<file path="src/hw/cache_pkg.sv">
// cache subsystem package with geometry, opcodes, controller states and set layout
package cache_pkg;

    localparam int addr_w    = 12; // byte address, 4 KiB
    localparam int word_w    = 32;
    localparam int line_w    = 64; // two words per line
    localparam int sets      = 16;
    localparam int index_lsb = 3;
    localparam int index_msb = 6;
    localparam int tag_lsb   = 7;
    localparam int tag_msb   = 11;

    localparam int mem_lines = 512;
    localparam int mem_delay = 3;  // cycles from req sampled to ack
    localparam int mem_cnt_w = $clog2(mem_delay + 1);

    typedef enum logic [1:0] {
        op_read       = 2'd0,
        op_write_word = 2'd1,
        op_write_byte = 2'd2  // low byte of wdata to the addressed byte
    } mem_op_e;

    typedef enum logic [2:0] {
        s_idle,
        s_lookup,
        s_mem_wait,
        s_respond,
        s_release
    } cache_state_e;

    typedef enum logic {
        arb_free,
        arb_busy
    } arb_state_e;

    typedef struct packed {
        logic                     valid;
        logic [tag_msb-tag_lsb:0] tag;
        logic [line_w-1:0]        data;
    } cache_way_t;

    typedef struct packed {
        cache_way_t [1:0] way;
        logic             lru; // way to replace next
    } cache_set_t;

endpackage

</file>
<file path="src/hw/mem_bus_if.sv">
// four-phase req/ack memory bus between caches, arbiter and main memory
`timescale 1ns/1ps

interface mem_bus_if
    import cache_pkg::*;
();

    logic                req;
    logic                ack;
    mem_op_e             op;
    logic [addr_w-1:0]   addr;  // line address on reads, word address on writes
    logic [word_w-1:0]   wdata;
    logic [word_w/8-1:0] be;
    logic [line_w-1:0]   rdata; // valid while ack high

    modport requester (
        output req,
        output op,
        output addr,
        output wdata,
        output be,
        input  ack,
        input  rdata
    );

    modport responder (
        input  req,
        input  op,
        input  addr,
        input  wdata,
        input  be,
        output ack,
        output rdata
    );

endinterface

</file>
<file path="src/hw/bus_arbiter.sv">
// round-robin arbiter for two caches, grant held for a whole four-phase exchange
`timescale 1ns/1ps

module bus_arbiter
    import cache_pkg::*;
(
    input  logic          clk,
    input  logic          arst_n,
    mem_bus_if.responder  c0,
    mem_bus_if.responder  c1,
    mem_bus_if.requester  mem
);

    arb_state_e state_q;
    logic       gnt_q;   // cache holding the bus
    logic       last_q;  // cache served last
    logic       acked_q; // memory ack seen in this exchange
    logic       granted;
    logic       pick;

    assign granted = (state_q == arb_busy);

    // both pending means the one not served last
    assign pick = (c0.req && c1.req) ? !last_q : c1.req;

    always_comb begin
        mem.req   = 1'b0;
        mem.op    = gnt_q ? c1.op    : c0.op;
        mem.addr  = gnt_q ? c1.addr  : c0.addr;
        mem.wdata = gnt_q ? c1.wdata : c0.wdata;
        mem.be    = gnt_q ? c1.be    : c0.be;
        c0.ack    = 1'b0;
        c1.ack    = 1'b0;
        c0.rdata  = '0;
        c1.rdata  = '0;
        if (granted) begin
            if (gnt_q) begin
                mem.req  = c1.req;
                c1.ack   = mem.ack;
                c1.rdata = mem.rdata;
            end else begin
                mem.req  = c0.req;
                c0.ack   = mem.ack;
                c0.rdata = mem.rdata;
            end
        end
    end

    always_ff @(posedge clk or negedge arst_n) begin
        if (!arst_n) begin
            state_q <= arb_free;
            gnt_q   <= 1'b0;
            last_q  <= 1'b1; // cache 0 first
            acked_q <= 1'b0;
        end else begin
            case (state_q)
                arb_free: begin
                    if (c0.req || c1.req) begin
                        gnt_q   <= pick;
                        acked_q <= 1'b0;
                        state_q <= arb_busy;
                    end
                end
                arb_busy: begin
                    if (mem.ack) begin
                        acked_q <= 1'b1;
                    end else if (acked_q) begin
                        // ack has fallen, exchange complete
                        last_q  <= gnt_q;
                        state_q <= arb_free;
                    end
                end
                default: state_q <= arb_free;
            endcase
        end
    end

endmodule

</file>
<file path="src/flat_wrapper.sv">
// flat-port wrapper written by rule: the top's interface ports become plain ports
module bus_arbiter_flat import cache_pkg::*;
  (clk, arst_n, c0_req, c0_op, c0_addr, c0_wdata, c0_be, c0_ack, c0_rdata, c1_req, c1_op, c1_addr, c1_wdata, c1_be, c1_ack, c1_rdata, mem_req, mem_op, mem_addr, mem_wdata, mem_be, mem_ack, mem_rdata);
  mem_bus_if c0_i ();
  mem_bus_if c1_i ();
  mem_bus_if mem_i ();
  input  logic clk;
  input  logic arst_n;
  input wire logic [$bits(c0_i.req)-1:0] c0_req;
  input wire logic [$bits(c0_i.op)-1:0] c0_op;
  input wire logic [$bits(c0_i.addr)-1:0] c0_addr;
  input wire logic [$bits(c0_i.wdata)-1:0] c0_wdata;
  input wire logic [$bits(c0_i.be)-1:0] c0_be;
  output wire logic [$bits(c0_i.ack)-1:0] c0_ack;
  output wire logic [$bits(c0_i.rdata)-1:0] c0_rdata;
  input wire logic [$bits(c1_i.req)-1:0] c1_req;
  input wire logic [$bits(c1_i.op)-1:0] c1_op;
  input wire logic [$bits(c1_i.addr)-1:0] c1_addr;
  input wire logic [$bits(c1_i.wdata)-1:0] c1_wdata;
  input wire logic [$bits(c1_i.be)-1:0] c1_be;
  output wire logic [$bits(c1_i.ack)-1:0] c1_ack;
  output wire logic [$bits(c1_i.rdata)-1:0] c1_rdata;
  output wire logic [$bits(mem_i.req)-1:0] mem_req;
  output wire logic [$bits(mem_i.op)-1:0] mem_op;
  output wire logic [$bits(mem_i.addr)-1:0] mem_addr;
  output wire logic [$bits(mem_i.wdata)-1:0] mem_wdata;
  output wire logic [$bits(mem_i.be)-1:0] mem_be;
  input wire logic [$bits(mem_i.ack)-1:0] mem_ack;
  input wire logic [$bits(mem_i.rdata)-1:0] mem_rdata;
  assign c0_i.req = c0_req;
  assign c0_i.op = c0_op;
  assign c0_i.addr = c0_addr;
  assign c0_i.wdata = c0_wdata;
  assign c0_i.be = c0_be;
  assign c0_ack = c0_i.ack;
  assign c0_rdata = c0_i.rdata;
  assign c1_i.req = c1_req;
  assign c1_i.op = c1_op;
  assign c1_i.addr = c1_addr;
  assign c1_i.wdata = c1_wdata;
  assign c1_i.be = c1_be;
  assign c1_ack = c1_i.ack;
  assign c1_rdata = c1_i.rdata;
  assign mem_req = mem_i.req;
  assign mem_op = mem_i.op;
  assign mem_addr = mem_i.addr;
  assign mem_wdata = mem_i.wdata;
  assign mem_be = mem_i.be;
  assign mem_i.ack = mem_ack;
  assign mem_i.rdata = mem_rdata;
  bus_arbiter u_core (.clk(clk), .arst_n(arst_n), .c0(c0_i), .c1(c1_i), .mem(mem_i));
endmodule
</file>
<file path="config.mk">
export PLATFORM = sky130hd
export DESIGN_NAME = bus_arbiter_flat
export DESIGN_NICKNAME = d
export VERILOG_FILES = /design/src/hw/cache_pkg.sv /design/src/hw/mem_bus_if.sv /design/src/hw/bus_arbiter.sv /design/src/flat_wrapper.sv
export SDC_FILE = /design/constraint.sdc
export NUM_CORES = 1
export LEC_CHECK = 0
export BUFFER_PORTS_ARGS = -buffer_cell sky130_fd_sc_hd__buf_2
export CORE_AREA = 3 3 136 138
export CTS_BUF_LIST = sky130_fd_sc_hd__clkbuf_8 sky130_fd_sc_hd__clkbuf_16
export CTS_CLUSTER_DIAMETER = 120
export DETAILED_ROUTE_END_ITERATION = 16
export DIE_AREA = 0 0 139 141
export PLACE_DENSITY = 0.43
export SETUP_SLACK_MARGIN = 0.05
export SLEW_MARGIN = 20
export SYNTH_ARGS = -nofsm -noshare
export SYNTH_HDL_FRONTEND = slang
export SYNTH_SLANG_ARGS = --single-unit
</file>
<file path="constraint.sdc">
create_clock -name clk -period 2.4 [get_ports clk]
set_input_delay 0.48 -clock clk [delete_from_list [all_inputs] [get_ports clk]]
set_output_delay 0.48 -clock clk [all_outputs]
set_load 0.03 [all_outputs]
</file>
==> flow_summary.toml <==
[logic_synthesis]
syn-instance-count = 225
async_reset_ff_share_pct = 100
muxShareOfSynthArea_pct = 32.9
syn-mean-instance-area_um2 = 7.90
synth.yosys.warnings = 0
synth.net_count = 394
synth_edf_count = 0
synth.yosys.seq_area_share_pct = 5.70
synthesis.area_um2 = 1780
synth_top_area_share_pct = 25.4
synthTopCellsByArea = "mux2_1 25%, and3_1 23%, and2_1 23%"
synth_xor_area_share_pct = 0
synth_cell_types = 21
synthAdderAreaFrac_pct = 0
synth-seq-cells = 4
ys_top_cells_by_count = "65 x and3_1, 64 x and2_1, 40 x mux2_1"
yosys.area.top_type = "mux2_1"
synth-simple-area-share_pct = 48.0
synth_ff_type = "dfrtp_1"
synth_most_common_cell = "and3_1"
synth_top_family_by_area = "simple AND/OR/NAND/NOR gates"
synth_compound_area_share_pct = 1.48

[clock_network]
clock-sinks = 4
numCtsBuffers = 3
clkTransAtPathRegs_ns = 0.03
cts_tree = "built"
ctsResizeCount = 0
ctsHoldBuffers = 0
htree_num_levels = 1
clockBufferDepth = 2
insertion_delay_ns = 0.23
clockRootBuffer = "clkbuf_16"
cts_setup_buffers = 0

[floorplanning]
die-area_um2 = 19600
die_w_um = 139
core_area_um2 = 17300
chipHeight_um = 141
io_pins = 350
start_util_pct = 10.3
rows = 48

[drt]
drt_iter0_markers = 74
drc = 0
dr.pass1.iters = 4
vias_per_cell = 3.78
wire_per_inst_um = 14.2
vias = 2958
routed_wl_mm = 11.1
ant_nets = 0

[worst_setup_path]
required_ns = 1.92
end_kind = "output port"
max_stage_delay_ns = 0.66
crit_fanout = 30
crit_path_start_kind = "flip-flop"
timing.critical_path.buf_inv = 3
slowest_stage = "dfrtp_4"
criticalPathCategory = "reg -> out"
crit_family = "flip-flops"
crit_chain = "buf_12, buf_4, and3_1, buf_2"
arrival_ns = 1.71

[hold_path]
hp-class = "in -> async"

[sta]
final_hold_viol_count = 0
max_freq_mhz = 456
rsz0062_at_grt = "false"
setup_tns_ns = 0
max_slew_margin_pct = 74.7
skew_ns = 0.00160
finalCriticalPeriod_ns = 2.19
worst_pin_slew_ns = 0.380
drv_slew = 0
setup_viol = 0
timing.final.crit_share_pct = 91.4

[final_layout]
drive_above_1_share_pct = 67.0
nets = 728
multi_input_area_um2 = 1470
fill_cells = 1996
diodes = 0
instances_no_fill = 783
seqCellArea_um2 = 106
area_growth_pct = 112

[outcome]
run_status = "complete, no violations"

[place]
dpl.hpwl_mm = 9.45
place_inst = 779
routabilityCongestion = 0.763
port_buffers = 349

[global_route]
grt_use_total_pct = 10.1
grt_max_degree = 65
grt_overflow = 0
grtUsageMet3_pct = 2.31
antenna_found_initial = 1
groute.layer.met1.usage_pct = 11.4
top_usage_layer = "met2"
grt_pass1_vias = 3004
grt_pass1_wl_mm = 16.1
use_met2_pct = 19.3

[pwr]
powerDensity_nw_per_um2 = 1250
ir_drop_mv = 0.537
leakagePower_uw = 0.00242

[job]
max-cap-violations = 0
[kinds of logic after synthesis]
kind of cell | after synthesis
simple gates | 138
buf+inv | 28
flops | 4
mux | 52
compound gates | 3
[stage by stage]
step                cell area, um^2  setup slack (ns)  hold slack [ns]  total power (uW)  utilization (%)
CTS                            3770             0.170           0.0509              4780             21.8
floorplan                      1780             0.721            0.184              3390                -
finish                         3770             0.206           0.0507              4710             21.8
detailed placement             3700             0.421            0.291              4490             21.4
global placement               3700             0.411            0.292              4510             21.4
global route                   3770            0.0693           0.0518              5000             21.8
[sequential cells by signal, indices dropped and copies added, names as in the netlist]
register / flops
u_core.acked_q: 1
u_core.granted: 1
u_core.last_q: 1
u_core.gnt_q: 1
[per-layer routing]
metal / vias to the layer above / part of all wire, %
met5: - / 0.063
met2: 188 / 51
met4: 2 / 1.3
met3: 12 / 8.8
met1: 1316 / 38
li1: 1440 / -
[cells in the final DEF (no fill, tap or decap)]
cell type,instances
buf_2,349
and3_1,65
mux2_1,40
nand2_1,2
nor2_1,4
inv_1,2
mux2i_1,1
buf_12,3
buf_4,4
a32o_1,1
o2bb2ai_1,1
dfrtp_1,1
mux2_2,11
nand3b_1,1
dfrtp_2,1
and2_1,64
nand2b_1,1
nor2b_4,1
dfrtp_4,1
dfstp_2,1
clkbuf_16,3
a21boi_0,1
[power by group]
group          internal, uW  switching (uW)
Clock                   215            52.0
Combinational          1380            2850
Sequential              111             104
Total                  1700            3010
[area by class of cell]
class / count / area share [%]
multi-input combinational: 193 / 38.9
clock buffer: 3 / 1.99
timing repair buffer: 356 / 48.7
clock inverter: 1 / 0.0994
inverter: 1 / 0.0994
sequential: 4 / 2.82
tap: 225 / 7.46
[worst paths after layout]
check,slack [ns],from,cells after the start,endpoint
max in group asynchronous,2.14,arst_n,1,u_core.last_q
worst min-delay path,0.05,arst_n,1,u_core.acked_q
min in group clk,0.51,u_core.acked_q,1,u_core.acked_q
worst min register to register,0.51,u_core.acked_q,1,u_core.acked_q
worst max-delay path,0.21,u_core.gnt_q,4,c1_rdata[48]
worst max register to register,1.22,u_core.granted,3,u_core.last_q
No activity file was read; power rests on OpenSTA's default activity.
